`config.mk`:
```
export PLATFORM = sky130hd
export DESIGN_NAME = dispatch_buffer
export DESIGN_NICKNAME = d
export VERILOG_FILES = /design/src/bgpu_pkg.sv /design/src/dispatch_buffer.sv
export VERILOG_INCLUDE_DIRS = /design/src /design/src/include
export SDC_FILE = /design/constraint.sdc
export NUM_CORES = 1
export LEC_CHECK = 0
export BUFFER_PORTS_ARGS = -buffer_cell sky130_fd_sc_hd__buf_2
export CORE_MARGIN = 3
export CORE_UTILIZATION = 30
export DETAILED_ROUTE_END_ITERATION = 12
export GPL_TIMING_DRIVEN = 0
export PLACE_DENSITY = 0.66
export SLEW_MARGIN = 20
export SYNTH_ARGS = -nofsm -noshare
export SYNTH_HDL_FRONTEND = slang
export SYNTH_SLANG_ARGS = --single-unit
export TNS_END_PERCENT = 1
```
`constraint.sdc`:
```
create_clock -name clk_i -period 1.6 [get_ports clk_i]
set_clock_uncertainty 0.1 [all_clocks]
set_input_delay 0.32 -clock clk_i [delete_from_list [all_inputs] [get_ports clk_i]]
set_output_delay 0.32 -clock clk_i [all_outputs]
set_load 0.02 [all_outputs]
```
`src/include/bgpu_macros.svh`:
```
// ####################
// Sizing of the GPU front end
// Included by the package, the fetcher, the memory and the top level
// ####################
`ifndef BGPU_MACROS_SVH
`define BGPU_MACROS_SVH

// Warps per compute unit
`define BGPU_NUM_WARPS 8

// Threads per warp, one mask bit each
`define BGPU_WARP_WIDTH 32

// Program counter width in words
`define BGPU_PC_WIDTH 16

// Instruction memory depth in 32 bit words
`define BGPU_IMEM_DEPTH 256

`endif

```
`src/bgpu_pkg.sv`:
```
// ####################
// Shared types of the GPU front end
// Referenced by scoped name from the modules and the interface
// ####################
`include "bgpu_macros.svh"

package bgpu_pkg;

    // Word address of an instruction
    typedef logic [`BGPU_PC_WIDTH-1:0] pc_t;

    // Warp index
    typedef logic [$clog2(`BGPU_NUM_WARPS)-1:0] wid_t;

    // One enable bit per thread
    typedef logic [`BGPU_WARP_WIDTH-1:0] act_mask_t;

    // Raw instruction word as stored in memory
    typedef logic [31:0] enc_inst_t;

    // Register index for dst and operands
    typedef logic [7:0] reg_idx_t;

    // Execution unit in the upper opcode nibble
    // 4'hF with subtype 4'hF forms the stop opcode 8'hFF
    typedef enum logic [3:0] {
        EU_IU  = 4'h0,
        EU_LSU = 4'h1,
        EU_BRU = 4'h2
    } eu_e;

    // Integer unit operations
    // Register forms first, then the immediate forms
    typedef enum logic [3:0] {
        IU_ADD  = 4'h0,
        IU_SUB  = 4'h1,
        IU_AND  = 4'h2,
        IU_OR   = 4'h3,
        IU_XOR  = 4'h4,
        IU_SLL  = 4'h5,
        IU_ADDI = 4'h6,
        IU_SUBI = 4'h7,
        IU_SLLI = 4'h8
    } iu_sub_e;

    // Branch unit operations
    // BR is passed on as a plain instruction
    typedef enum logic [3:0] {
        BRU_JMP = 4'h0,
        BRU_BR  = 4'h1
    } bru_sub_e;

    // Opcode byte, unit in the upper nibble
    typedef struct packed {
        eu_e        eu;
        logic [3:0] subtype;
    } inst_t;

    // Per warp fetch state
    typedef enum logic [1:0] {
        IDLE,
        READY,
        WAIT
    } warp_state_e;

endpackage

```
`src/dispatch_buffer.sv`:
```
// ####################
// One entry register slice between decoder and issue
// Accepts while empty or being drained in the same cycle
// ####################
`timescale 1ns/1ps

module dispatch_buffer (
    input  logic                     clk_i,
    input  logic                     reset_i,
    // From decoder
    input  logic                     in_valid_i,
    output logic                     in_ready_o,
    input  bgpu_pkg::inst_t          in_inst_i,
    input  bgpu_pkg::reg_idx_t       in_dst_i,
    input  bgpu_pkg::reg_idx_t [1:0] in_operands_i,
    input  logic               [1:0] in_operands_required_i,
    input  bgpu_pkg::pc_t            in_pc_i,
    input  bgpu_pkg::wid_t           in_warp_id_i,
    input  bgpu_pkg::act_mask_t      in_act_mask_i,
    // To issue
    output logic                     out_valid_o,
    input  logic                     out_ready_i,
    output bgpu_pkg::inst_t          out_inst_o,
    output bgpu_pkg::reg_idx_t       out_dst_o,
    output bgpu_pkg::reg_idx_t [1:0] out_operands_o,
    output logic               [1:0] out_operands_required_o,
    output bgpu_pkg::pc_t            out_pc_o,
    output bgpu_pkg::wid_t           out_warp_id_o,
    output bgpu_pkg::act_mask_t      out_act_mask_o
);
    logic valid_q;

    // Free now, or free at this edge
    assign in_ready_o  = !valid_q || out_ready_i;
    assign out_valid_o = valid_q;

    always_ff @(posedge clk_i) begin : slot_valid
        if (reset_i)
            valid_q <= 1'b0;
        else if (in_ready_o)
            valid_q <= in_valid_i;
    end

    // Payload loads on an accepted transfer only
    always_ff @(posedge clk_i) begin : slot_data
        if (in_valid_i && in_ready_o) begin
            out_inst_o              <= in_inst_i;
            out_dst_o               <= in_dst_i;
            out_operands_o          <= in_operands_i;
            out_operands_required_o <= in_operands_required_i;
            out_pc_o                <= in_pc_i;
            out_warp_id_o           <= in_warp_id_i;
            out_act_mask_o          <= in_act_mask_i;
        end
    end

    // Stalled record stays in place until taken
    a_stall_stable : assert property (@(posedge clk_i) disable iff (reset_i)
        out_valid_o && !out_ready_i |=> out_valid_o && $stable(out_inst_o)
            && $stable(out_dst_o) && $stable(out_operands_o)
            && $stable(out_operands_required_o)
            && $stable(out_pc_o) && $stable(out_warp_id_o)
            && $stable(out_act_mask_o))
        else $error("issue record changed under back-pressure");

endmodule

```
# --- Word-level counts from Yosys, hierarchy flattened ---
# Index checks and enable logic that the tools add are counted.
word_totals:
  out_inout_bits: 87
  ff_bits: 86
  elab_cells: 13
classes:
  reduce_logical: 3
op_table:
  columns: ["op", "count"]
  rows:
  - ["$logic_and A1 B1 Y1", 1]
  - ["$logic_not A1 Y1", 1]
  - ["$logic_or A1 B1 Y1", 1]

# --- Logic depth before layout (Yosys ltp) ---
depth:
  ltp_word: 3
  mapped_depth: 2
  depth_no_buf: 2

# --- Worst setup path after synthesis ---
# No wires, ideal clock.
synth_timing:
  kind: "reg2reg"
  from: "register valid_q, in the netlist out_valid_o"
  to: "register out_act_mask_o[0] (enable)"
  slack_ns: -0.108
  path_buffers: 0
  stages_incl_launch_ff: 3
  period_less_slack_ns: 1.708
  t_arrival_ns: 1.224
  setup_ns: 0.384
  path_cell_list: "dfxtp_1 -> nand2b_4 -> and2_4"
synth_via:
  elab_chain_len: 3
synth_rtl:
  columns: ["item", "line_no", "source"]
  rows:
  - ["start: declaration", "dispatch_buffer.sv:31", "logic valid_q;"]
  - ["start signal: assignment", "dispatch_buffer.sv:41", "valid_q <= in_valid_i;"]
  - ["$logic_not A1 Y1", "dispatch_buffer.sv:34", "assign in_ready_o = !valid_q || out_ready_i;"]
  - ["$logic_or A1 B1 Y1", "dispatch_buffer.sv:34", null]
  - ["via in_ready_o", "dispatch_buffer.sv:12", "output logic in_ready_o,"]
  - ["$logic_and A1 B1 Y1", "dispatch_buffer.sv:46", "if (in_valid_i && in_ready_o) begin"]
  - ["end signal: assignment", "dispatch_buffer.sv:53", "out_act_mask_o <= in_act_mask_i;"]
  - ["end: declaration", "dispatch_buffer.sv:29", "output bgpu_pkg::act_mask_t out_act_mask_o"]
# The timed path passes the listed nets, and every way through them passes these cells.
# A chain may end at the register's enable or synchronous reset.

# --- Worst setup path after layout ---
layout_timing:
  from: "register valid_q, in the netlist out_valid_o"
  to: "register out_operands_required_o[1] (enable)"
layout_via:
  elab_chain_len: 3
layout_rtl:
  columns: ["item", "line_no", "source"]
  rows:
  - ["$logic_not A1 Y1", "dispatch_buffer.sv:34", null]
  - ["$logic_or A1 B1 Y1", "dispatch_buffer.sv:34", null]
  - ["$logic_and A1 B1 Y1", "dispatch_buffer.sv:46", null]
  - ["end signal: assignment", "dispatch_buffer.sv:50", "out_operands_required_o <= in_operands_required_i;"]
  - ["end: declaration", "dispatch_buffer.sv:26", "output logic [1:0] out_operands_required_o,"]
# No other way between the ends.

==> run metrics <==
VDD IR max=581 uV; Buf+Inv Stages, Crit Path=0; non-filler instance count after layout=386; total power divided by cell area=1220 mW/mm^2; Port Buffer Count=175; library cell used as clock root buffer=sky130_fd_sc_hd__clkbuf_8; number of storage elements in the synthesis netlist=86; count of antenna-violating nets left after detailed routing=0; cell count after placement=370; slew at the pin closest to its max-slew limit=568 ps; Die Footprint=0.00985 mm^2; drt total wl=6170 um; biggest fanout along the worst timing path=43; total global routing overflow=0; post-synthesis average cell area=29.0 um^2; clock tree from TritonCTS=done; category of cells accounting for the largest share of critical-path delay=simple AND/OR/NAND/NOR gates; clock buffers created by TritonCTS=9; Distinct cells, synth=6; placeable core area=0.00834 mm^2; Critical Path Slowest Stage Cell=sky130_fd_sc_hd__and2_4; outcome=finished, final reports clean; number of top-level pins=176; buffer levels on the longest clock path=2; die height=99.2 um; layout cells sized above 1=68.7%; Maximum Capacitance Violations=0; Sink Count=86; WL/cell=16.0 um; pre-CTS setup slack=-315 ps; RSZ-0062 raised after global routing=false; global-route total usage across every layer=12.6%; Horiz. Die Dim=99.2 um; Min-Delay Path Class=in2reg; Diodes inserted=0; effective utilization at floorplan=31.3%; Setup Buffers After CTS=0; layout overhead on the synthesized area=47.2%; Critical Path Max Stage Delay=500 ps; logic depth of the worst path, buffers included=2; Cell Area, Synth=0.00261 mm^2; Syn Inst Count=90; count of TritonRoute iterations in the first routing pass=6; total leakage power=1.65 nW; Min Clock Period, post-route=1450 ps; required time of the worst setup path=1470 ps; count of standard-cell rows=33; Worst slew margin=62.1%; type of element launching the critical path=flop; vias after detailed routing=1,601; final period utilization=90.7%; maximum frequency from static timing analysis=0.689 GHz; net count after synthesis=179; classification of the worst setup path=reg2reg; number of warnings reported in the yosys synthesis log=0; post-detailed-route DRC marker count=0; number of nets in the layout=367; final weighted congestion in routability-driven placement=0.648; share of synthesized area occupied by flip-flops and latches=98.7%; endpoints failing hold=0; Worst Reg-to-Reg Cells=2; antenna violations before repair=0; number of vias per cell after detailed routing=4.15; Critical Path End Type=flop; Worst Hold Depth=1; clock network latency to the later pin of the worst-skew pair=330 ps; wire length of the first global-routing pass=9190 um; worst path cell trace=nand2b_4 > and2_4; Final Worst Setup Slack=149 ps; H-tree depth=3; estimated wirelength of the detail-placed design=4510 um; pin count of the biggest net entering global routing=44; Pins Over Slew Limit=0; clock-pin slew on the worst setup and hold paths=80 ps; violation count after the first detailed-routing iteration=56; vias in the first global route=1,725; critical path arrival=1320 ps; setup violators final=0
-- sequential cells by signal, summed over array words and instances (netlist names) --
signal                   count
out_act_mask_o              32
out_operands_o              16
out_pc_o                    16
out_dst_o                    8
out_inst_o                   8
out_warp_id_o                3
out_operands_required_o      2
out_valid_o                  1
-- cell type report --
cell class / count / area [um^2]
clock buffers: 9 / 124
well taps: 105 / 131
fillers: 749 / 4500
flip-flops and latches: 86 / 2580
multi-input cells: 4 / 40.0
clock inverters: 5 / 76.3
repair buffers: 176 / 886
inverters: 1 / 3.75
-- synthesized netlist by cell type --
cell | number | area (um^2)
sky130_fd_sc_hd__dfxtp_1 | 1 | 20.0
sky130_fd_sc_hd__edfxtp_1 | 85 | 2550
sky130_fd_sc_hd__inv_1 | 1 | 3.75
sky130_fd_sc_hd__nand2b_4 | 1 | 13.8
sky130_fd_sc_hd__a21oi_2 | 1 | 8.76
sky130_fd_sc_hd__and2_4 | 1 | 8.76
-- stage by stage --
| stage | util [%] | area, um^2 | TNS [ps] | hold slack (ps) | power, mW |
|---|---|---|---|---|---|
| after floorplan | - | 2610 | -4500 | 273 | 2.93 |
| after global placement | 43.4 | 3620 | -23410 | 370 | 3.17 |
| after detailed placement | 43.4 | 3620 | -26380 | 375 | 3.18 |
| after CTS | 46.0 | 3840 | 0 | 23.2 | 4.75 |
| after global routing | 46.0 | 3840 | 0 | 24.6 | 4.88 |
| final | 46.0 | 3840 | 0 | 52.3 | 4.67 |
-- timing repair --
action                                  CTS  global route
endpoints found under the setup margin   85             0
hold endpoints to repair                  1             0
hold buffers                              1             0
gates resized for setup                   1             0
-- power by group --
group          switching [mW]  internal [mW]  total, mW  leakage, nW
Combinational           0.300          0.165      0.465        0.716
Sequential             0.0306           2.63       2.66        0.831
Clock                   0.692          0.854       1.55       0.0986
-- worst paths after layout --
kind / from / endpoint / slack [ps]
max: out_valid_o / out_operands_required_o[1] / 150
min: in_pc_i[2] / out_pc_o[2] / 50
max reg2reg: out_valid_o / out_operands_required_o[1] / 150
min reg2reg: out_valid_o / out_valid_o / 440
-- worst register-to-register path, stage by stage (launching register included) --
cell and delay, ps:
sky130_fd_sc_hd__dfxtp_4 360, sky130_fd_sc_hd__nand2b_4 90, sky130_fd_sc_hd__and2_4 500
-- layout by cell type (no fill, tap or decap) --
| master | Yosys | layout |
|---|---|---|
| sky130_fd_sc_hd__and2_4 | 1 | 2 |
| sky130_fd_sc_hd__nand2b_4 | 1 | 1 |
| sky130_fd_sc_hd__edfxtp_1 | 85 | 85 |
| sky130_fd_sc_hd__inv_1 | 1 | 1 |
| sky130_fd_sc_hd__clkbuf_8 | 0 | 9 |
| sky130_fd_sc_hd__dlygate4sd3_1 | 0 | 1 |
| sky130_fd_sc_hd__a21oi_2 | 1 | 1 |
| sky130_fd_sc_hd__clkinv_1 | 0 | 1 |
| sky130_fd_sc_hd__clkinv_2 | 0 | 1 |
| sky130_fd_sc_hd__buf_2 | 0 | 175 |
| sky130_fd_sc_hd__dfxtp_4 | 0 | 1 |
| sky130_fd_sc_hd__bufinv_16 | 0 | 2 |
| sky130_fd_sc_hd__clkinvlp_4 | 0 | 1 |
-- cell families after synthesis --
kind of cell,Yosys count,share of synthesized area [%]
buffers and inverters,1,0.144
AO/OA/AOI/OAI,1,0.336
flip-flops,86,98.7
AND/OR/NAND/NOR,2,0.864
-- per-layer routing --
metal / GRT usage [%] / vias up / wire [um]
met3: 5.40 / 9 / 714
met5: 0 / - / 0
met2: 19.7 / 109 / 2950
li1: - / 734 / -
met1: 15.2 / 749 / 2410
met4: 5.67 / 0 / 89
Power figures use the tool's default switching activity.
