==> src/include/bgpu_macros.svh <==
// ####################
// Sizing of the GPU front end
// Included by the package, the fetcher, the memory and the top level
// ####################
`ifndef BGPU_MACROS_SVH
`define BGPU_MACROS_SVH

// Warps per compute unit
`define BGPU_NUM_WARPS 8

// Threads per warp, one mask bit each
`define BGPU_WARP_WIDTH 32

// Program counter width in words
`define BGPU_PC_WIDTH 16

// Instruction memory depth in 32 bit words
`define BGPU_IMEM_DEPTH 256

`endif

==> src/bgpu_pkg.sv <==
// ####################
// Shared types of the GPU front end
// Referenced by scoped name from the modules and the interface
// ####################
`include "bgpu_macros.svh"

package bgpu_pkg;

    // Word address of an instruction
    typedef logic [`BGPU_PC_WIDTH-1:0] pc_t;

    // Warp index
    typedef logic [$clog2(`BGPU_NUM_WARPS)-1:0] wid_t;

    // One enable bit per thread
    typedef logic [`BGPU_WARP_WIDTH-1:0] act_mask_t;

    // Raw instruction word as stored in memory
    typedef logic [31:0] enc_inst_t;

    // Register index for dst and operands
    typedef logic [7:0] reg_idx_t;

    // Execution unit in the upper opcode nibble
    // 4'hF with subtype 4'hF forms the stop opcode 8'hFF
    typedef enum logic [3:0] {
        EU_IU  = 4'h0,
        EU_LSU = 4'h1,
        EU_BRU = 4'h2
    } eu_e;

    // Integer unit operations
    // Register forms first, then the immediate forms
    typedef enum logic [3:0] {
        IU_ADD  = 4'h0,
        IU_SUB  = 4'h1,
        IU_AND  = 4'h2,
        IU_OR   = 4'h3,
        IU_XOR  = 4'h4,
        IU_SLL  = 4'h5,
        IU_ADDI = 4'h6,
        IU_SUBI = 4'h7,
        IU_SLLI = 4'h8
    } iu_sub_e;

    // Branch unit operations
    // BR is passed on as a plain instruction
    typedef enum logic [3:0] {
        BRU_JMP = 4'h0,
        BRU_BR  = 4'h1
    } bru_sub_e;

    // Opcode byte, unit in the upper nibble
    typedef struct packed {
        eu_e        eu;
        logic [3:0] subtype;
    } inst_t;

    // Per warp fetch state
    typedef enum logic [1:0] {
        IDLE,
        READY,
        WAIT
    } warp_state_e;

endpackage

==> src/decode_if.sv <==
// ####################
// Fetched instruction from memory stage to decoder
// Memory drives source, decoder drives sink
// ####################
`timescale 1ns/1ps

interface decode_if;

    // Handshake, transfer when both are high
    logic                ic_valid;
    logic                ic_ready;

    // Payload, stable while valid and not ready
    bgpu_pkg::pc_t       pc;
    bgpu_pkg::act_mask_t act_mask;
    bgpu_pkg::wid_t      warp_id;
    bgpu_pkg::enc_inst_t inst;

    // Instruction memory side
    modport source (
        output ic_valid, pc, act_mask, warp_id, inst,
        input  ic_ready
    );

    // Decoder side
    modport sink (
        input  ic_valid, pc, act_mask, warp_id, inst,
        output ic_ready
    );

endinterface

==> src/decoder.sv <==
// ####################
// Instruction decoder, purely combinational
// Resolves jump and stop for the fetcher, passes the rest on
// ####################
`timescale 1ns/1ps

module decoder (
    // From instruction memory
    decode_if.sink                         ic,
    // To dispatch buffer
    input  logic                           disp_ready_i,
    output logic                           dec_valid_o,
    output bgpu_pkg::inst_t                dec_inst_o,
    output bgpu_pkg::reg_idx_t             dec_dst_o,
    output bgpu_pkg::reg_idx_t [1:0]       dec_operands_o,
    output logic               [1:0]       dec_operands_required_o,
    output bgpu_pkg::pc_t                  dec_pc_o,
    output bgpu_pkg::wid_t                 dec_warp_id_o,
    output bgpu_pkg::act_mask_t            dec_act_mask_o,
    // To fetcher, sampled with dec_decoded_o
    output logic                           dec_decoded_o,
    output logic                           dec_stop_warp_o,
    output bgpu_pkg::wid_t                 dec_decoded_warp_id_o,
    output bgpu_pkg::pc_t                  dec_decoded_next_pc_o
);
    logic is_control;

    // Field split of the 32 bit word
    assign dec_inst_o        = bgpu_pkg::inst_t'(ic.inst[31:24]);
    assign dec_dst_o         = ic.inst[23:16];
    assign dec_operands_o[0] = ic.inst[15:8];
    assign dec_operands_o[1] = ic.inst[7:0];
    assign dec_pc_o          = ic.pc;
    assign dec_warp_id_o     = ic.warp_id;
    assign dec_act_mask_o    = ic.act_mask;

    // Opcode 8'hFF
    assign dec_stop_warp_o = ic.inst[31:24] == 8'hFF;

    // Control words are consumed here, so they never wait on the buffer
    assign ic.ic_ready   = disp_ready_i || is_control;
    assign dec_valid_o   = ic.ic_valid && !is_control;

    // Either a control word or a handshake into the buffer
    assign dec_decoded_o         = ic.ic_valid && ic.ic_ready;
    assign dec_decoded_warp_id_o = ic.warp_id;

    always_comb begin : decode
        // Sequential by default
        dec_decoded_next_pc_o   = ic.pc + 1'b1;
        dec_operands_required_o = 2'b00;
        is_control              = dec_stop_warp_o;

        case (dec_inst_o.eu)
            bgpu_pkg::EU_IU: begin
                // Register forms read both sources
                if (dec_inst_o.subtype inside {bgpu_pkg::IU_ADD, bgpu_pkg::IU_SUB,
                        bgpu_pkg::IU_AND, bgpu_pkg::IU_OR, bgpu_pkg::IU_XOR,
                        bgpu_pkg::IU_SLL})
                    dec_operands_required_o = 2'b11;
                // Operand 0 holds the immediate
                else if (dec_inst_o.subtype inside {bgpu_pkg::IU_ADDI,
                        bgpu_pkg::IU_SUBI, bgpu_pkg::IU_SLLI})
                    dec_operands_required_o = 2'b10;
            end
            // Address and store data
            bgpu_pkg::EU_LSU: begin
                dec_operands_required_o = 2'b11;
            end
            bgpu_pkg::EU_BRU: begin
                // Both operand bytes form a signed word offset
                // Conditional branches fall through as normal words
                if (dec_inst_o.subtype == bgpu_pkg::BRU_JMP) begin
                    dec_decoded_next_pc_o = ic.pc
                        + bgpu_pkg::pc_t'($signed(ic.inst[15:0]));
                    is_control            = 1'b1;
                end
            end
            default: begin
                // Unknown units issue without register operands
                dec_operands_required_o = 2'b00;
            end
        endcase
    end

endmodule

==> src/flat_wrapper.sv <==
// flat-port wrapper written by rule: the top's interface ports become plain ports
module decoder_flat 
  (disp_ready_i, dec_valid_o, dec_inst_o, dec_dst_o, dec_operands_o, dec_operands_required_o, dec_pc_o, dec_warp_id_o, dec_act_mask_o, dec_decoded_o, dec_stop_warp_o, dec_decoded_warp_id_o, dec_decoded_next_pc_o, ic_ic_valid, ic_pc, ic_act_mask, ic_warp_id, ic_inst, ic_ic_ready);
  decode_if ic_i ();
  input  logic disp_ready_i;
  output logic dec_valid_o;
  output bgpu_pkg::inst_t dec_inst_o;
  output bgpu_pkg::reg_idx_t dec_dst_o;
  output bgpu_pkg::reg_idx_t [1:0] dec_operands_o;
  output logic               [1:0] dec_operands_required_o;
  output bgpu_pkg::pc_t dec_pc_o;
  output bgpu_pkg::wid_t dec_warp_id_o;
  output bgpu_pkg::act_mask_t dec_act_mask_o;
  output logic dec_decoded_o;
  output logic dec_stop_warp_o;
  output bgpu_pkg::wid_t dec_decoded_warp_id_o;
  output bgpu_pkg::pc_t dec_decoded_next_pc_o;
  input wire logic [$bits(ic_i.ic_valid)-1:0] ic_ic_valid;
  input wire logic [$bits(ic_i.pc)-1:0] ic_pc;
  input wire logic [$bits(ic_i.act_mask)-1:0] ic_act_mask;
  input wire logic [$bits(ic_i.warp_id)-1:0] ic_warp_id;
  input wire logic [$bits(ic_i.inst)-1:0] ic_inst;
  output wire logic [$bits(ic_i.ic_ready)-1:0] ic_ic_ready;
  assign ic_i.ic_valid = ic_ic_valid;
  assign ic_i.pc = ic_pc;
  assign ic_i.act_mask = ic_act_mask;
  assign ic_i.warp_id = ic_warp_id;
  assign ic_i.inst = ic_inst;
  assign ic_ic_ready = ic_i.ic_ready;
  decoder u_core (.ic(ic_i), .disp_ready_i(disp_ready_i), .dec_valid_o(dec_valid_o), .dec_inst_o(dec_inst_o), .dec_dst_o(dec_dst_o), .dec_operands_o(dec_operands_o), .dec_operands_required_o(dec_operands_required_o), .dec_pc_o(dec_pc_o), .dec_warp_id_o(dec_warp_id_o), .dec_act_mask_o(dec_act_mask_o), .dec_decoded_o(dec_decoded_o), .dec_stop_warp_o(dec_stop_warp_o), .dec_decoded_warp_id_o(dec_decoded_warp_id_o), .dec_decoded_next_pc_o(dec_decoded_next_pc_o));
endmodule
==> config.mk <==
export PLATFORM = sky130hd
export DESIGN_NAME = decoder_flat
export DESIGN_NICKNAME = d
export VERILOG_FILES = /design/src/bgpu_pkg.sv /design/src/decode_if.sv /design/src/decoder.sv /design/src/flat_wrapper.sv
export VERILOG_INCLUDE_DIRS = /design/src /design/src/include
export SDC_FILE = /design/constraint.sdc
export NUM_CORES = 1
export LEC_CHECK = 0
export BUFFER_PORTS_ARGS = -buffer_cell sky130_fd_sc_hd__buf_2
export CORE_AREA = 2 2 74 76
export DETAILED_ROUTE_END_ITERATION = 10
export DIE_AREA = 0 0 76 78
export PLACE_DENSITY = 0.89
export SYNTH_ARGS = -nofsm -noshare
export SYNTH_HDL_FRONTEND = slang
export SYNTH_SLANG_ARGS = --single-unit
==> constraint.sdc <==
create_clock -name vclk -period 4.3
set_clock_uncertainty 0.05 [all_clocks]
set_input_delay 0.43 -clock vclk [all_inputs]
set_output_delay 0.43 -clock vclk [all_outputs]
set_load 0.03 [all_outputs]
=== Yosys cells after proc, flatten, opt, wreduce, memory -nomap -nowiden ===
Cells that the tools add are included.
W data, S select, Z words.

* Add/subtract/negate cells: 2
* Equal/unequal tests: 11
* Muxes and demuxes: 7
* Reductions and logical operators: 8

{| class="wikitable"
|+ Operators with widths
! kind !! number
|-
| $mux W16 || 2
|-
| $add A16 B1 Y16 const B || 1
|-
| $add A16 B16 Y16 || 1
|-
| $eq A4 B3 Y1 const B || 4
|-
| $eq A4 B2 Y1 const B || 3
|-
| $eq A4 B1 Y1 const B || 2
|-
| $eq A8 B8 Y1 const B || 1
|-
| $logic_not A4 Y1 || 2
|-
| $reduce_bool A6 Y1 || 1
|-
| $eq A4 B4 Y1 const B || 1
|-
| $mux W2 || 2
|-
| $pmux W2 S2 || 1
|-
| $reduce_bool A3 Y1 || 1
|-
| $logic_and A1 B1 Y1 || 2
|-
| $mux W1 || 2
|-
| $logic_not A1 Y1 || 1
|-
| $logic_or A1 B1 Y1 || 1
|}

* Flip-flop bits (word level): 0
* Output and inout bits: 108
* Word-level logic and storage cells: 28

=== Longest topological paths before layout ===
* Word-level depth: 5
* Depth in mapped cells: 9
* Depth with buffers taken out: 9

=== Least setup slack after synthesis ===
Ideal clock, no wire load.

* Path type: input-to-output
* Start: in ic_inst[0]
* End: out dec_decoded_next_pc_o[12]
* Arrival time: 2.759 ns
* Slack: 1.061 ns
* Cell stages on the path: 9
* Path through: ha_1 -> fa_1 -> a211oi_2 -> o21ai_1 -> a31oi_1 -> o21ai_2 -> a31oi_1 -> xor2_1 -> o21ai_0

* Word-level cells in the longest chain between the ends: 3

{| class="wikitable"
|+ RTL lines
! element !! RTL line !! RTL
|-
| start, declared || flat_wrapper.sv:22 || <nowiki>input wire logic [$bits(ic_i.inst)-1:0] ic_inst;</nowiki>
|-
| $add A16 B16 Y16 || decoder.sv:75 || <nowiki>+ bgpu_pkg::pc_t'($signed(ic.inst[15:0]));</nowiki>
|-
| $mux W16 || decoder.sv:73 || <nowiki>if (dec_inst_o.subtype == bgpu_pkg::BRU_JMP) begin</nowiki>
|-
| $mux W16 || decoder.sv:54 || <nowiki>case (dec_inst_o.eu)</nowiki>
|-
| end, declared || flat_wrapper.sv:17 || <nowiki>output bgpu_pkg::pc_t dec_decoded_next_pc_o;</nowiki>
|}

Every way passes these cells.

=== Worst setup path after layout ===
* Start: in ic_pc[0]
* End: out dec_decoded_next_pc_o[14]

* Word-level cells in the longest chain between the ends: 3

{| class="wikitable"
|+ RTL lines
! element !! RTL line !! RTL
|-
| start, declared || flat_wrapper.sv:19 || <nowiki>input wire logic [$bits(ic_i.pc)-1:0] ic_pc;</nowiki>
|-
| $add A16 B1 Y16 or $add A16 B16 Y16 (tied branches) || decoder.sv:50, decoder.sv:75 ||
|-
| $mux W16 || decoder.sv:73 ||
|-
| $mux W16 * || decoder.sv:54 ||
|}

Mark *: on every way between the ends. The rest lies on a longest branch, timed or not.

==> results by group <==
Worst setup path
  • Max Fanout on Critical Path: 5
  • WS Path Type: in -> out
  • Endpoint class of the critical path: output port
  • Top Family by Delay on Critical Path: compound AO/OA/AOI/OAI gates
  • Required arrival time at the worst endpoint: around 3800 ps
  • Slowest stage cell, crit path: sky130_fd_sc_hd__fa_1
  • Type of origin of the critical path: input pin
  • Cells along the critical path: buf_2 > ha_1 > fa_1 > a211oi_2 > o21ai_1 > a31oi_1 > o21ai_2 > nand2_2 > mux2i_1 > o31ai_1 > buf_2
  • Most used cell along the critical path: sky130_fd_sc_hd__buf_2
  • Number of buffer and inverter instances along the worst setup path: 2
  • Largest stage delay on the critical path: 450 ps
  • Critical path arrival: between 2000 and 3000 ps

CTS
  • Buffer count from post-CTS setup fixing: 0
  • Hold bufs inserted after CTS: 0
  • Resized cells post-CTS: 0

Place
  • Post-Place Worst Slack: 1160 ps
  • HPWL Detailed: just over 4000 µm
  • Number of buffers inserted by port buffering: about 100
  • GPL Wtd Cong: approximately 0.9
  • Dpl cell area: 0.00175 mm²

Global routing
  • Global-route wire length before repair: 7370 µm
  • Antenna violations before repair: 0
  • Pin count of the biggest net entering global routing: 30
  • Gr usage total: 0.147
  • Remaining global-route overflow: 0
  • Number of global-route vias before repair: 1585

STA
  • Max-slew violation count: 0
  • Final hold violations: 0
  • Post-route minimum period: roughly 3100 ps
  • Headroom to the max-slew limit: 0.673
  • Final setup violation count: 0
  • Maximum clock frequency: ~320 MHz
  • Post-route worst setup slack: 1160 ps
  • Fin crit share: 0.730
  • Worst Hold Slack: just over 800 ps
  • Unrepaired setup endpoints after global routing: false
  • Slew at the pin closest to its max-slew limit: between 400 and 500 ps
  • Total negative slack: 0 ps

Outcome
  • Outcome: complete, no violations

Power
  • Cell Pwr Density: 147 mW/mm²
  • Sum of internal, switching and leakage power: about 0.26 mW
  • Part of the power in the clock network: 0
  • Share of power burned in registers: 0
  • NetSw: 0.165 mW
  • Cell-internal power: roughly 0.092 mW
  • Static Leakage: around 0.9 nW
  • Highest ir drop seen on vdd: 0.0427 mV
  • Sw Share: 0.640
  • Proportion of power drawn by combinational gates: 1.000

Yosys
  • Syn nets: 355
  • Post-synthesis sequential area ratio: 0
  • Mean instance size in the synthesized netlist: about 7 µm²
  • Post-synth cell types: 40
  • Cell area after synthesis: roughly 0.0018 mm²
  • Syn. warnings: 0
  • Post-Synthesis Cells: 253

Drt
  • Starting DRT DRC Count: between 40 and 50
  • Via count: around 1700
  • Avg WL per Cell: around 14 µm
  • Antenna-violating nets left: 0
  • Via density: a little under 5
  • DRC violation count after routing: 0
  • Aggregate routed wire length: between 4000 and 5000 µm
  • DRT Pass-1 Iters: 4

Floorplan
  • Placement Rows: 26
  • Area of the die: ~0.006 mm²
  • Die Width: approximately 76 µm
  • Standard cell core area: 0.00504 mm²
  • DIE HEIGHT: ~78 µm
  • Starting density of the core: 0.355
  • Number of top-level pins: 193

Final layout
  • Total non-filler cell area in the finished layout: between 0.0015 and 0.002 mm²
  • Layout Area Growth over Synthesis: -2.38%
  • Count of flip-flops and latches: 0
  • Leading cell type in the layout, fill and taps excluded: sky130_fd_sc_hd__buf_2
  • Area occupied by registers: 0 µm²
  • Most frequent cells in the layout: 104 x sky130_fd_sc_hd__buf_2, 23 x sky130_fd_sc_hd__nand2_1, 16 x sky130_fd_sc_hd__ha_1
  • Ant. Diodes: 0
  • Total Nets Final: 373
  • Number of clock buffer instances in the layout: 0
  • Share of cells above drive strength 1: 0.428

Run
  • Max-cap violations: 0

Hold path
  • Hold Path Cell Cnt: 0
  • Worst hold endpoint: dec_act_mask_o[17]
  • HP Start: ic_act_mask[17]
  • Hold WC Path Type: in -> out
==> final cells by class <==
cell class,instances,area (µm²)
fillers,549,3290
inverters,2,7.51
multi-input cells,162,1120
well taps,70,87.6
repair buffers,105,528
==> worst max path at each step <==
stage | start | end | depth (start not counted)
final | ic_pc[0] | dec_decoded_next_pc_o[14] | 11
after global routing | ic_pc[0] | dec_decoded_next_pc_o[12] | 11
after CTS | ic_pc[0] | dec_decoded_next_pc_o[12] | 11
after detailed placement | ic_pc[0] | dec_decoded_next_pc_o[12] | 11
after global placement | ic_pc[0] | dec_decoded_next_pc_o[12] | 11
after floorplan | ic_inst[0] | dec_decoded_next_pc_o[12] | 9
==> per-stage QoR <==
| step | util | instances |
|---|---|---|
| 6_report | 0.347 | 339 |
| 5_1_grt | 0.347 | 339 |
| 4_1_cts | 0.347 | 339 |
| 3_5_place_dp | 0.347 | 339 |
| 3_3_place_gp | 0.347 | 339 |
| 2_1_floorplan | - | 253 |
==> Yosys cell counts (2+ instances only) <==
| cell | n | area share |
|---|---|---|
| sky130_fd_sc_hd__nand3_1 | 5 | 0.014 |
| sky130_fd_sc_hd__nor3_1 | 2 | 0.0056 |
| sky130_fd_sc_hd__nor4_1 | 4 | 0.014 |
| sky130_fd_sc_hd__o22ai_1 | 2 | 0.0070 |
| sky130_fd_sc_hd__and2_1 | 2 | 0.0070 |
| sky130_fd_sc_hd__a21oi_1 | 12 | 0.034 |
| sky130_fd_sc_hd__inv_1 | 2 | 0.0042 |
| sky130_fd_sc_hd__buf_4 | 86 | 0.36 |
| sky130_fd_sc_hd__xnor2_1 | 10 | 0.049 |
| sky130_fd_sc_hd__a31oi_1 | 2 | 0.0070 |
| sky130_fd_sc_hd__o21ai_1 | 3 | 0.0084 |
| sky130_fd_sc_hd__nand2_1 | 23 | 0.048 |
| sky130_fd_sc_hd__a211oi_2 | 2 | 0.014 |
| sky130_fd_sc_hd__o21a_1 | 2 | 0.0084 |
| sky130_fd_sc_hd__o21ai_2 | 3 | 0.015 |
| sky130_fd_sc_hd__a21o_1 | 4 | 0.017 |
| sky130_fd_sc_hd__a211oi_1 | 4 | 0.017 |
| sky130_fd_sc_hd__ha_1 | 16 | 0.11 |
| sky130_fd_sc_hd__nor2_1 | 13 | 0.027 |
| sky130_fd_sc_hd__o21ai_0 | 12 | 0.034 |
| sky130_fd_sc_hd__xor2_1 | 14 | 0.068 |
| sky130_fd_sc_hd__clkbuf_1 | 2 | 0.0042 |
| sky130_fd_sc_hd__and3_1 | 3 | 0.010 |
| sky130_fd_sc_hd__nor3b_1 | 2 | 0.0084 |
| sky130_fd_sc_hd__or3_1 | 2 | 0.0070 |
| sky130_fd_sc_hd__nand4_1 | 6 | 0.021 |
| sky130_fd_sc_hd__nand2b_1 | 2 | 0.0070 |
==> power groups by stage <==
stage | Sequential, mW | Combinational (mW) | Clock, mW
6_report | 0 | 0.257 | 0
5_1_grt | 0 | 0.281 | 0
4_1_cts | 0 | 0.259 | 0
3_5_place_dp | 0 | 0.257 | 0
3_3_place_gp | 0 | 0.252 | 0
2_1_floorplan | 0 | 0.281 | 0
==> logic make-up (layout without fill, tap and decap cells) <==
group	after synthesis	count (layout)	synth area share
adder cells (fa/ha/maj)	17	17	0.123
AO/OA/AOI/OAI	51	51	0.186
buffers and inverters	91	107	0.372
XOR/XNOR	24	24	0.117
multiplexers	2	2	0.0119
AND/OR/NAND/NOR	68	68	0.190
==> per-layer routing <==
layer  part of all wire  GRT usage  up-vias
met4              0.022     0.0382        0
met5                  0          0        -
met1               0.40      0.167      738
li1                   -          -      832
met2               0.50      0.282       76
met3              0.070     0.0244       20
Note: power is estimated with default switching activity, not from simulation.
