### config.mk
export PLATFORM = sky130hd
export DESIGN_NAME = fetcher
export DESIGN_NICKNAME = d
export VERILOG_FILES = /design/src/bgpu_pkg.sv /design/src/fetcher.sv
export VERILOG_INCLUDE_DIRS = /design/src /design/src/include
export SDC_FILE = /design/constraint.sdc
export NUM_CORES = 1
export LEC_CHECK = 0
export BUFFER_PORTS_ARGS = -buffer_cell sky130_fd_sc_hd__buf_2
export CELL_PAD_IN_SITES_DETAIL_PLACEMENT = 1
export CELL_PAD_IN_SITES_GLOBAL_PLACEMENT = 1
export CORE_MARGIN = 2
export CORE_UTILIZATION = 55
export CTS_CLUSTER_SIZE = 28
export DETAILED_ROUTE_END_ITERATION = 12
export PLACE_DENSITY = 0.87
export SYNTH_ARGS = -nofsm -noshare
export SYNTH_HDL_FRONTEND = slang
export SYNTH_SLANG_ARGS = --single-unit
### constraint.sdc
create_clock -name clk_i -period 9.3 [get_ports clk_i]
set_input_delay 1.395 -clock clk_i [delete_from_list [all_inputs] [get_ports clk_i]]
set_output_delay 1.395 -clock clk_i [all_outputs]
set_load 0.1 [all_outputs]
### src/include/bgpu_macros.svh
// ####################
// Sizing of the GPU front end
// Included by the package, the fetcher, the memory and the top level
// ####################
`ifndef BGPU_MACROS_SVH
`define BGPU_MACROS_SVH

// Warps per compute unit
`define BGPU_NUM_WARPS 8

// Threads per warp, one mask bit each
`define BGPU_WARP_WIDTH 32

// Program counter width in words
`define BGPU_PC_WIDTH 16

// Instruction memory depth in 32 bit words
`define BGPU_IMEM_DEPTH 256

`endif

### src/bgpu_pkg.sv
// ####################
// Shared types of the GPU front end
// Referenced by scoped name from the modules and the interface
// ####################
`include "bgpu_macros.svh"

package bgpu_pkg;

    // Word address of an instruction
    typedef logic [`BGPU_PC_WIDTH-1:0] pc_t;

    // Warp index
    typedef logic [$clog2(`BGPU_NUM_WARPS)-1:0] wid_t;

    // One enable bit per thread
    typedef logic [`BGPU_WARP_WIDTH-1:0] act_mask_t;

    // Raw instruction word as stored in memory
    typedef logic [31:0] enc_inst_t;

    // Register index for dst and operands
    typedef logic [7:0] reg_idx_t;

    // Execution unit in the upper opcode nibble
    // 4'hF with subtype 4'hF forms the stop opcode 8'hFF
    typedef enum logic [3:0] {
        EU_IU  = 4'h0,
        EU_LSU = 4'h1,
        EU_BRU = 4'h2
    } eu_e;

    // Integer unit operations
    // Register forms first, then the immediate forms
    typedef enum logic [3:0] {
        IU_ADD  = 4'h0,
        IU_SUB  = 4'h1,
        IU_AND  = 4'h2,
        IU_OR   = 4'h3,
        IU_XOR  = 4'h4,
        IU_SLL  = 4'h5,
        IU_ADDI = 4'h6,
        IU_SUBI = 4'h7,
        IU_SLLI = 4'h8
    } iu_sub_e;

    // Branch unit operations
    // BR is passed on as a plain instruction
    typedef enum logic [3:0] {
        BRU_JMP = 4'h0,
        BRU_BR  = 4'h1
    } bru_sub_e;

    // Opcode byte, unit in the upper nibble
    typedef struct packed {
        eu_e        eu;
        logic [3:0] subtype;
    } inst_t;

    // Per warp fetch state
    typedef enum logic [1:0] {
        IDLE,
        READY,
        WAIT
    } warp_state_e;

endpackage

### src/fetcher.sv
// ####################
// Per warp PC table with round robin fetch
// Starts warps from outside and follows decode results
// ####################
`timescale 1ns/1ps
`include "bgpu_macros.svh"

module fetcher (
    input  logic                       clk_i,
    input  logic                       reset_i,
    // Warp launch
    input  logic                       start_i,
    input  bgpu_pkg::wid_t             start_warp_id_i,
    input  bgpu_pkg::pc_t              start_pc_i,
    input  bgpu_pkg::act_mask_t        start_mask_i,
    // Instruction memory request
    input  logic                       mem_busy_i,
    output logic                       fetch_valid_o,
    output bgpu_pkg::pc_t              fetch_pc_o,
    output bgpu_pkg::wid_t             fetch_warp_id_o,
    output bgpu_pkg::act_mask_t        fetch_mask_o,
    // Decode feedback, valid with dec_decoded_i
    input  logic                       dec_decoded_i,
    input  logic                       dec_stop_warp_i,
    input  bgpu_pkg::wid_t             dec_decoded_warp_id_i,
    input  bgpu_pkg::pc_t              dec_next_pc_i,
    // One bit per warp that is not IDLE
    output logic [`BGPU_NUM_WARPS-1:0] warps_active_o
);
    bgpu_pkg::warp_state_e state_q [`BGPU_NUM_WARPS];
    bgpu_pkg::pc_t         pc_q    [`BGPU_NUM_WARPS];
    bgpu_pkg::act_mask_t   mask_q  [`BGPU_NUM_WARPS];

    // Last warp served, search starts one above
    bgpu_pkg::wid_t rr_ptr_q;
    logic           pick_valid;
    bgpu_pkg::wid_t pick_wid;

    // First READY warp after the last one served
    always_comb begin : rr_pick
        bgpu_pkg::wid_t idx;
        pick_valid = 1'b0;
        pick_wid   = rr_ptr_q;
        for (int i = 1; i <= `BGPU_NUM_WARPS; i++) begin
            // Wraps around the warp count
            idx = bgpu_pkg::wid_t'(rr_ptr_q + i);
            if (!pick_valid && state_q[idx] == bgpu_pkg::READY) begin
                pick_valid = 1'b1;
                pick_wid   = idx;
            end
        end
    end

    // No request while memory still holds a word
    assign fetch_valid_o   = pick_valid && !mem_busy_i;
    assign fetch_pc_o      = pc_q[pick_wid];
    assign fetch_warp_id_o = pick_wid;
    assign fetch_mask_o    = mask_q[pick_wid];

    always_ff @(posedge clk_i) begin : state_update
        if (reset_i) begin
            // Warp 0 is served first after reset
            rr_ptr_q <= '1;
            for (int w = 0; w < `BGPU_NUM_WARPS; w++)
                state_q[w] <= bgpu_pkg::IDLE;
        end else begin
            if (fetch_valid_o)
                rr_ptr_q <= pick_wid;
            for (int w = 0; w < `BGPU_NUM_WARPS; w++) begin
                if (start_i && start_warp_id_i == bgpu_pkg::wid_t'(w))
                    state_q[w] <= bgpu_pkg::READY;
                else if (fetch_valid_o && pick_wid == bgpu_pkg::wid_t'(w))
                    state_q[w] <= bgpu_pkg::WAIT;
                // Decode returns the warp, or retires it on stop
                else if (dec_decoded_i && dec_decoded_warp_id_i == bgpu_pkg::wid_t'(w))
                    state_q[w] <= dec_stop_warp_i ? bgpu_pkg::IDLE : bgpu_pkg::READY;
            end
        end
    end

    // PC follows start and decode, mask is fixed per launch
    always_ff @(posedge clk_i) begin : pc_update
        for (int w = 0; w < `BGPU_NUM_WARPS; w++) begin
            if (start_i && start_warp_id_i == bgpu_pkg::wid_t'(w)) begin
                pc_q[w]   <= start_pc_i;
                mask_q[w] <= start_mask_i;
            end else if (dec_decoded_i && dec_decoded_warp_id_i == bgpu_pkg::wid_t'(w)) begin
                pc_q[w] <= dec_next_pc_i;
            end
        end
    end

    always_comb begin : active_bits
        for (int w = 0; w < `BGPU_NUM_WARPS; w++)
            warps_active_o[w] = state_q[w] != bgpu_pkg::IDLE;
    end

    // Launch only into a free warp slot
    a_start_idle : assert property (@(posedge clk_i) disable iff (reset_i)
        start_i |-> state_q[start_warp_id_i] == bgpu_pkg::IDLE)
        else $error("start of warp %0d which is still running", start_warp_id_i);

    // Decoder only answers for warps with a fetch in flight
    a_decode_wait : assert property (@(posedge clk_i) disable iff (reset_i)
        dec_decoded_i |-> state_q[dec_decoded_warp_id_i] == bgpu_pkg::WAIT)
        else $error("decode result for warp %0d not in WAIT", dec_decoded_warp_id_i);

endmodule

Yosys cells after proc, flatten, opt, wreduce, memory -nomap -nowiden
Memory sizes are Yosys's and may differ from the RTL's.
Cells that the tools add are included.

cells by class
  equal/unequal tests = 29
  bitwise gates (word level) = 32
  reduce and logical (&&, ||, !) cells = 58
  multiplexer cells = 192
  add/subtract/negate cells = 8

operators with widths
  cell                   count
  $mux W32               7
  $reduce_or A32 Y1      7
  $mux W1                138
  $mux W16               8
  $mux W2                24
  $mux W3                15
  $eq A3 B3 Y1 const B   12
  $logic_and A1 B1 Y1    32
  $or A1 B1 Y1           32
  $eq A3 B2 Y1 const B   6
  $eq A2 B1 Y1 const B   8
  $reduce_bool A2 Y1     8
  $add A3 B3 Y3 const B  4
  $eq A3 B1 Y1 const B   3
  $logic_not A3 Y1       3
  $logic_not A1 Y1       8
  $add A3 B1 Y3 const B  2
  $add A3 B2 Y3 const B  2

word-level totals
  bits of input ports = 76
  output and inout bits = 60
  word-level logic and storage cells = 323
  memory bits (writable) = 400
  register bits after elaboration = 3
  memories kept = 3

memory list
  memory   words  width  read ports  clocked after memory_dff  wr ports  RTL line       text
  mask_q   8      32     1           0                         1         fetcher.sv:32  bgpu_pkg::act_mask_t mask_q [`BGPU_NUM_WARPS];
  pc_q     8      16     1           0                         8         fetcher.sv:31  bgpu_pkg::pc_t pc_q [`BGPU_NUM_WARPS];
  state_q  8      2      16          0                         8         fetcher.sv:30  bgpu_pkg::warp_state_e state_q [`BGPU_NUM_WARPS];

Depth between registers and ports, before layout
Gate-level depths: netlist of the first run.
An unclocked memory read counts as a cell.

  word-level depth = 33
  gate-level depth with buffers = 14
  mapped depth without buffers = 11

Worst setup path before layout of the first run
No wires, ideal clock.

  kind = flip-flop to output port
  start = reg rr_ptr_q[1]
  end = out fetch_pc_o[8]
  data required time = 7.905 ns
  path buffers = 3
  arrival = 5.887 ns
  path slack = 2.018 ns
  cell stages (with the launch flop) = 15
  cells stage by stage = dfxtp_1 -> buf_4 -> clkinv_1 -> ha_1 -> inv_1 -> mux4_2 -> a2111oi_4 -> and2_1 -> and3_1 -> nor2_4 -> inv_2 -> buf_6 -> buf_2 -> a2111oi_0 -> nor3_1

between the ends
  word-level cells in the longest chain between the ends = 26
  elaborated cells between the ends (all ways) = 47

RTL lines
  what                          RTL line       text
  start, declared               fetcher.sv:35  bgpu_pkg::wid_t rr_ptr_q;
  start signal, assigned        fetcher.sv:68  rr_ptr_q <= pick_wid;
  $add A3 B1 Y3                 fetcher.sv:46  idx = bgpu_pkg::wid_t'(rr_ptr_q + i);
  $mem_v2 Z8 W2                 --
  $eq A2 B1 Y1                  fetcher.sv:47  if (!pick_valid && state_q[idx] == bgpu_pkg::READY) begin
  $mux W1                       fetcher.sv:47
  $logic_not A1 Y1              fetcher.sv:47
  $logic_and A1 B1 Y1           fetcher.sv:47
  $mux W1                       fetcher.sv:47
  $logic_not A1 Y1              fetcher.sv:47
  (+11 left out)                --
  $logic_not A1 Y1              fetcher.sv:47
  $logic_and A1 B1 Y1           fetcher.sv:47
  $mux W1                       fetcher.sv:47
  $logic_not A1 Y1              fetcher.sv:47
  $logic_and A1 B1 Y1           fetcher.sv:47
  $mux W3 (*)                   fetcher.sv:47
  named net fetch_warp_id_o[1]  fetcher.sv:20  output bgpu_pkg::wid_t fetch_warp_id_o,
  $mem_v2 Z8 W16 (*)            --
  end, declared                 fetcher.sv:19  output bgpu_pkg::pc_t fetch_pc_o,

The timed path passes the listed nets; every way through them passes the cells marked *.

Worst setup path in the final report of the first run
  start = reg rr_ptr_q[1]
  end = out fetch_pc_o[14]

between the ends
  word-level cells in the longest chain between the ends = 26
  elaborated cells between the ends (all ways) = 47

RTL lines
  what                 RTL line
  $add A3 B1 Y3        fetcher.sv:46
  $mem_v2 Z8 W2        --
  $eq A2 B1 Y1         fetcher.sv:47
  $mux W1              fetcher.sv:47
  $logic_not A1 Y1     fetcher.sv:47
  $logic_and A1 B1 Y1  fetcher.sv:47
  $mux W1              fetcher.sv:47
  $logic_not A1 Y1     fetcher.sv:47
  (+10 left out)       --
  $mux W1              fetcher.sv:47
  $logic_not A1 Y1     fetcher.sv:47
  $logic_and A1 B1 Y1  fetcher.sv:47
  $mux W1              fetcher.sv:47
  $logic_not A1 Y1     fetcher.sv:47
  $logic_and A1 B1 Y1  fetcher.sv:47
  $mux W3 (*)          fetcher.sv:47
  $mem_v2 Z8 W16 (*)   --

Every way passes the cells marked *; elsewhere a longest branch is shown, timed or not.

==> impl_metrics.tcl, run 1 <==
set metrics [dict create \
    outcome "completed" \
    reg2reg_from "rr_ptr_q[1]" \
    gp_congestion 0.887 \
    n_fill_cell 3098 \
    path_clk_slew_ps 50 \
    setup_viol 0 \
    route.detailed.drc 0 \
    fmax_mhz 128 \
    hp-class "reg2reg" \
    yosys-top-cells-area "edfxtp_1 (63%), mux2i_1 (13%), mux2_2 (10%)" \
    seqCellArea_um2 12100 \
    die_area_um2 36000 \
    finClkSkew_ps 11.7 \
    fin_crit_sh_pct 83.7 \
    cp-start-kind "flip-flop" \
    coreArea_um2 34300 \
    first_pass_iters 5 \
    critPathMaxStageDelay_ps 670 \
    post_cts_buffers 0 \
    finalSetupTns_ps 0 \
    clockBufferDepth 3 \
    cp_slowest_cell "dfxtp_1" \
    synth_edf_count 400 \
    grtUsageTotal_pct 26.4 \
    path_class "reg2out" \
    initialDrtViolationCount 708 \
    cts_root_buffer "clkbuf_16" \
    pin_count 136 \
    worstSetupEndpointType "output pin" \
    cts_resized 0 \
    fp.dieW_um 190 \
    drv_cap 0 \
    finalCriticalPeriod_ps 7790 \
    slew_headroom_pct 18.5 \
    synth_seq_area_share_pct 63.9 \
    syn_area_per_cell_um2 16.8 \
    crit_buf_inv 5 \
    required_ps 7910 \
    h-tree-depth 2 \
    synth.most_common_cell "edfxtp_1" \
    synth_cell_types 62 \
    syn_to_final_growth_pct 12.0 \
    cpLargestDelayFamily "buffers and inverters" \
    antenna_found_initial 8 \
    viasPerCell 6.07 \
    overflow 0 \
    cts_sinks 406 \
    worst_pin_slew_ps 1220 \
    async_reset_ff_share_pct 0 \
    ant_nets 0 \
    grt_pass1_vias 11700 \
    portBuffers 135 \
    cp_cell_sequence "clkinv_1 > ha_1 > inv_1 > mux4_2 > a2111oi_4 > and2_1 > and3_1 > nor2_4 > inv_4 > buf_4 > mux2i_1 > mux2_2 > buf_2" \
    drt-total-wl_um 47000 \
    vias 10700 \
    final_nets 1360 \
    synth_top_flop_cell "edfxtp_1" \
    clock_latency_ps 540 \
    yosysWarningCount 0 \
    crit_path_start "rr_ptr_q[1]" \
    layout-drive-gt1-share_pct 33.5 \
    cts_tree "yes" \
    grt_pass1_wl_um 70800 \
    final-max-slew-violation-count 0 \
    multi_input_comb_area_um2 6420 \
    syn_inst 1134 \
    synth_top_area_share_pct 63.2 \
    synthTopCellsByCount "edfxtp_1 (400), mux2i_1 (251), mux2_2 (177), buf_6 (28), nor2_1 (26)" \
    synth_seq_cells 406 \
    hp-start "rr_ptr_q[1]" \
    synth_top_area_cell "edfxtp_1" \
    postCtsHoldBufs 0 \
    die_y_um 190 \
    hpwl_um 27700 \
    critical_path_peak_fanout 40 \
    syn-cell-area_um2 19000 \
    hold_viol_final 0 \
    start_util_pct 55.4 \
    rows 68 \
    synthesis.nets 1212 \
    crit_arrival_ps 6390 \
    grt_max_degree 85 \
    cts_made_buffers 43 \
    wl_per_cell_um 26.6 \
    rsz0062_at_grt "false" \
]
==> metrics by stage <==
step	instances	hold WS [ps]	cell area [µm²]	util, %	setup slack, ps
3_3_place_gp	1692	907	20000	58.4	2280
2_1_floorplan	1134	637	19000	-	2020
5_1_grt	1768	1040	21300	62.0	1070
6_report	1770	948	21300	62.1	1510
4_1_cts	1766	959	21300	62.0	1510
3_5_place_dp	1692	956	20000	58.4	2110
==> worst reg2reg max path: cells and delay by family, from the launching register on <==
kind / cells / cell delay [ps]
buffers and inverters: 3 / 1520
AO/OA/AOI/OAI: 4 / 1400
AND/OR/NAND/NOR: 2 / 880
flip-flops: 1 / 670
multiplexers: 1 / 650
adder cells (fa/ha/maj): 1 / 440
==> state kept, by name (all words and copies together), names as in the netlist, named ones only <==
name / count
pc_q: 128
state_q: 16
mask_q: 256
rr_ptr_q: 3
==> final timing paths <==
kind                                       end  cells after the start  slack [ps]
worst max register to register   state_q[5][1]                     11        3410
worst max-delay path            fetch_pc_o[14]                     13        1510
worst min register to register       flip-flop                      2         950
worst min-delay path                 flip-flop                      2         950
==> cell type report <==
type	instances	share of cell area (%)
Sequential cell	406	57.0
Multi-Input combinational cell	661	30.2
Clock buffer	57	5.30
Timing Repair Buffer	156	4.03
Tap cell	455	2.68
Clock inverter	17	0.512
Inverter	14	0.259
Antenna cell	4	0.0470
==> cells in the final DEF (no fill, tap or decap), drive strengths merged, types with 3 or more instances in the layout <==
master	n
a2111oi	4
a21oi	9
buf	156
clkbuf	57
clkinv	23
dfxtp	6
diode	4
edfxtp	400
inv	8
mux2	178
mux2i	251
mux4	23
nand2	24
nand2b	15
nand3	10
nor2	27
nor2b	16
nor3	3
nor4	10
o211a	4
o211ai	5
o21ai	24
o22ai	4
o311a	6
or2	10
xnor2	4
==> cell families after synthesis <==
logic type	count (synthesis)	share of synthesized area, %
buffers and inverters	67	2.56
DFF	406	63.9
adders and majority gates	2	0.132
AOI/OAI and AO/OA	76	3.04
muxes	452	26.5
xor gates and xnor gates	6	0.376
and+or+nand+nor	125	3.51
==> layer usage <==
layer	routed length, µm	vias to the layer above	share of wire (%)	global-route usage [%]
met5	71	-	0.15	0
met4	1130	10	2.4	8.23
met3	2540	96	5.4	5.57
met2	24700	318	52	48.4
met1	18600	5524	40	31.0
li1	-	4799	-	-
Power of run 1 is not shown: default switching activity piles up to over one toggle a cycle in this logic, so the estimate is an artifact.
==> run 2: changes to the inputs <==
- ABC_AREA: not set -> 1
- CORE_UTILIZATION: 55 -> 47
- PLACE_DENSITY: 0.87 -> 0.83
- clock period: 9.3 -> 7.6 ns (I/O delays scaled with it)
==> impl_metrics.tcl, run 2 <==
set metrics [dict create \
    async_reset_ff_share_pct 0 \
    start_util_pct 47.9 \
    die_area_um2 43400 \
    grt_pass1_wl_um 92200 \
    cts_sinks 406 \
    hp-class "reg2reg" \
    slew_headroom_pct 10.5 \
    portBuffers 135 \
    grtUsageTotal_pct 27.6 \
    die_y_um 208 \
    setup_ws_ps 548 \
    grt_max_degree 114 \
    path_class "reg2out" \
    vias 15600 \
    syn-cell-area_um2 19600 \
    synth_seq_area_share_pct 61.8 \
    finalSetupTns_ps 0 \
    postCtsHoldBufs 0 \
    yosys-top-cells-area "edfxtp_1 (61%), nand2_1 (25%), o21ai_0 (3.6%)" \
    required_ps 6460 \
    synth_top_area_share_pct 61.2 \
    clockBufferDepth 3 \
    largest-register "mask_q" \
    synth_top_flop_cell "edfxtp_1" \
    ant_nets 0 \
    layout_common_cells "nand2_1 (1284), edfxtp_1 (400), o21ai_0 (136), buf_2 (135), nand3_1 (62)" \
    finClkSkew_ps 3.14 \
    cts_made_buffers 44 \
    synth_top_area_cell "edfxtp_1" \
    largest_reg_flops 256 \
    cp-start-kind "flip-flop" \
    outcome "completed" \
    final_nets 2375 \
    antenna_found_initial 6 \
    initialDrtViolationCount 1021 \
    grt_pass1_vias 16800 \
    final_common_cell "nand2_1" \
    cts_tree "yes" \
    syn_inst 2205 \
    route.detailed.drc 0 \
    layout-drive-gt1-share_pct 12.0 \
    synth_edf_count 400 \
    synthTopCellsByCount "nand2_1 (1284), edfxtp_1 (400), o21ai_0 (141), nand3_1 (62), inv_1 (58)" \
    syn_area_per_cell_um2 8.90 \
    cts_root_buffer "clkbuf_16" \
    fin_crit_sh_pct 92.8 \
    path_clk_slew_ps 60 \
    place_ws_ps 1070 \
    wl_per_cell_um 20.7 \
    post_cts_buffers 0 \
    synthesis.nets 2283 \
    final-max-slew-violation-count 0 \
    yosysWarningCount 0 \
    clock_latency_ps 560 \
    critical_path_peak_fanout 113 \
    hold_viol_final 0 \
    fp.dieW_um 208 \
    cts_resized 0 \
    setup_viol 0 \
    rrSetupSlack_ps 2400 \
    first_pass_iters 5 \
    worstSetupEndpointType "output pin" \
    h-tree-depth 2 \
    synth_seq_cells 406 \
    fmax_mhz 142 \
    finalCriticalPeriod_ps 7050 \
    pin_count 136 \
    rsz0062_at_grt "false" \
    crit_arrival_ps 5910 \
    drt-total-wl_um 59400 \
    overflow 0 \
    synth_cell_types 43 \
    n_fill_cell 4759 \
    viasPerCell 5.46 \
    hpwl_um 35400 \
    drv_cap 0 \
    worst_pin_slew_ps 1340 \
    reg.largest.list "mask_q: 256 flops, pc_q: 128 flops, state_q: 16 flops" \
    rows 74 \
    synth.most_common_cell "nand2_1" \
    gp_congestion 0.876 \
    syn_to_final_growth_pct 12.2 \
    coreArea_um2 41000 \
]
==> run 2: worst max-delay path, stage by stage, from the launching register on <==
cell and delay (ps):
dfxtp_1 310, buf_4 320, inv_6 140, ha_1 570
inv_1 350, nand3_1 170, nand2_1 90, nand3_1 160
nand2_2 120, nor2_8 180, nand4_2 160, nand2_1 110
nand2_1 60, nand2_2 100, nand2_8 400, clkinv_8 480
buf_4 420, nand2_1 110, nand2_1 100, nand2_1 80
nand2_1 90, nand2_1 50, nand2_1 190, buf_2 460
==> run 2: final cells by class <==
type                            instances  area (µm²)  share of cell area (%)
Antenna cell                            4        10.0                  0.0454
Clock buffer                           60        1270                    5.75
Clock inverter                         15         108                   0.488
Inverter                               72         289                    1.31
Multi-Input combinational cell       1605        6620                    30.1
Sequential cell                       406       12100                    55.1
Tap cell                              532         666                    3.02
Timing Repair Buffer                  168         936                    4.25
==> run 2: logic make-up (layout without fill, tap and decap cells) <==
kind of cell	Yosys count	after routing	synth area share, %
adder cells (fa/ha/maj)	2	2	0.127
AO/OA/AOI/OAI	163	163	4.31
AND/OR/NAND/NOR	1438	1438	28.8
flip-flops	406	406	61.8
other	0	4	0
XOR/XNOR	2	2	0.127
buffers and inverters	194	315	4.82
==> run 2: path summary, 6_finish.rpt <==
kind / from / end / cells after the start
setup / recovery: rr_ptr_q[0] / fetch_pc_o[6] / 23
hold / removal: rr_ptr_q[1] / flip-flop / 3
setup reg to reg: rr_ptr_q[0] / state_q[2][1] / 18
hold reg to reg: rr_ptr_q[1] / flip-flop / 3
==> run 2: metal layers <==
| metal | up-vias | GRT usage (%) | share of wire (%) |
|---|---|---|---|
| li1 | 7357 | - | - |
| met1 | 7697 | 32.7 | 40 |
| met2 | 427 | 50.0 | 52 |
| met3 | 149 | 4.17 | 5.0 |
| met4 | 4 | 11.1 | 3.3 |
| met5 | - | 0 | 0.059 |
==> run 2: stage by stage <==
| step | instances | hold WS (ps) | utilization (%) | cell area (µm²) |
|---|---|---|---|---|
| finish | 2862 | 799 | 53.7 | 22000 |
| detailed placement | 2783 | 770 | 50.3 | 20600 |
| CTS | 2858 | 803 | 53.7 | 22000 |
| global placement | 2783 | 701 | 50.3 | 20600 |
| floorplan | 2205 | 631 | - | 19600 |
| global route | 2859 | 828 | 53.7 | 22000 |
Power of run 2 is left out for the same reason.
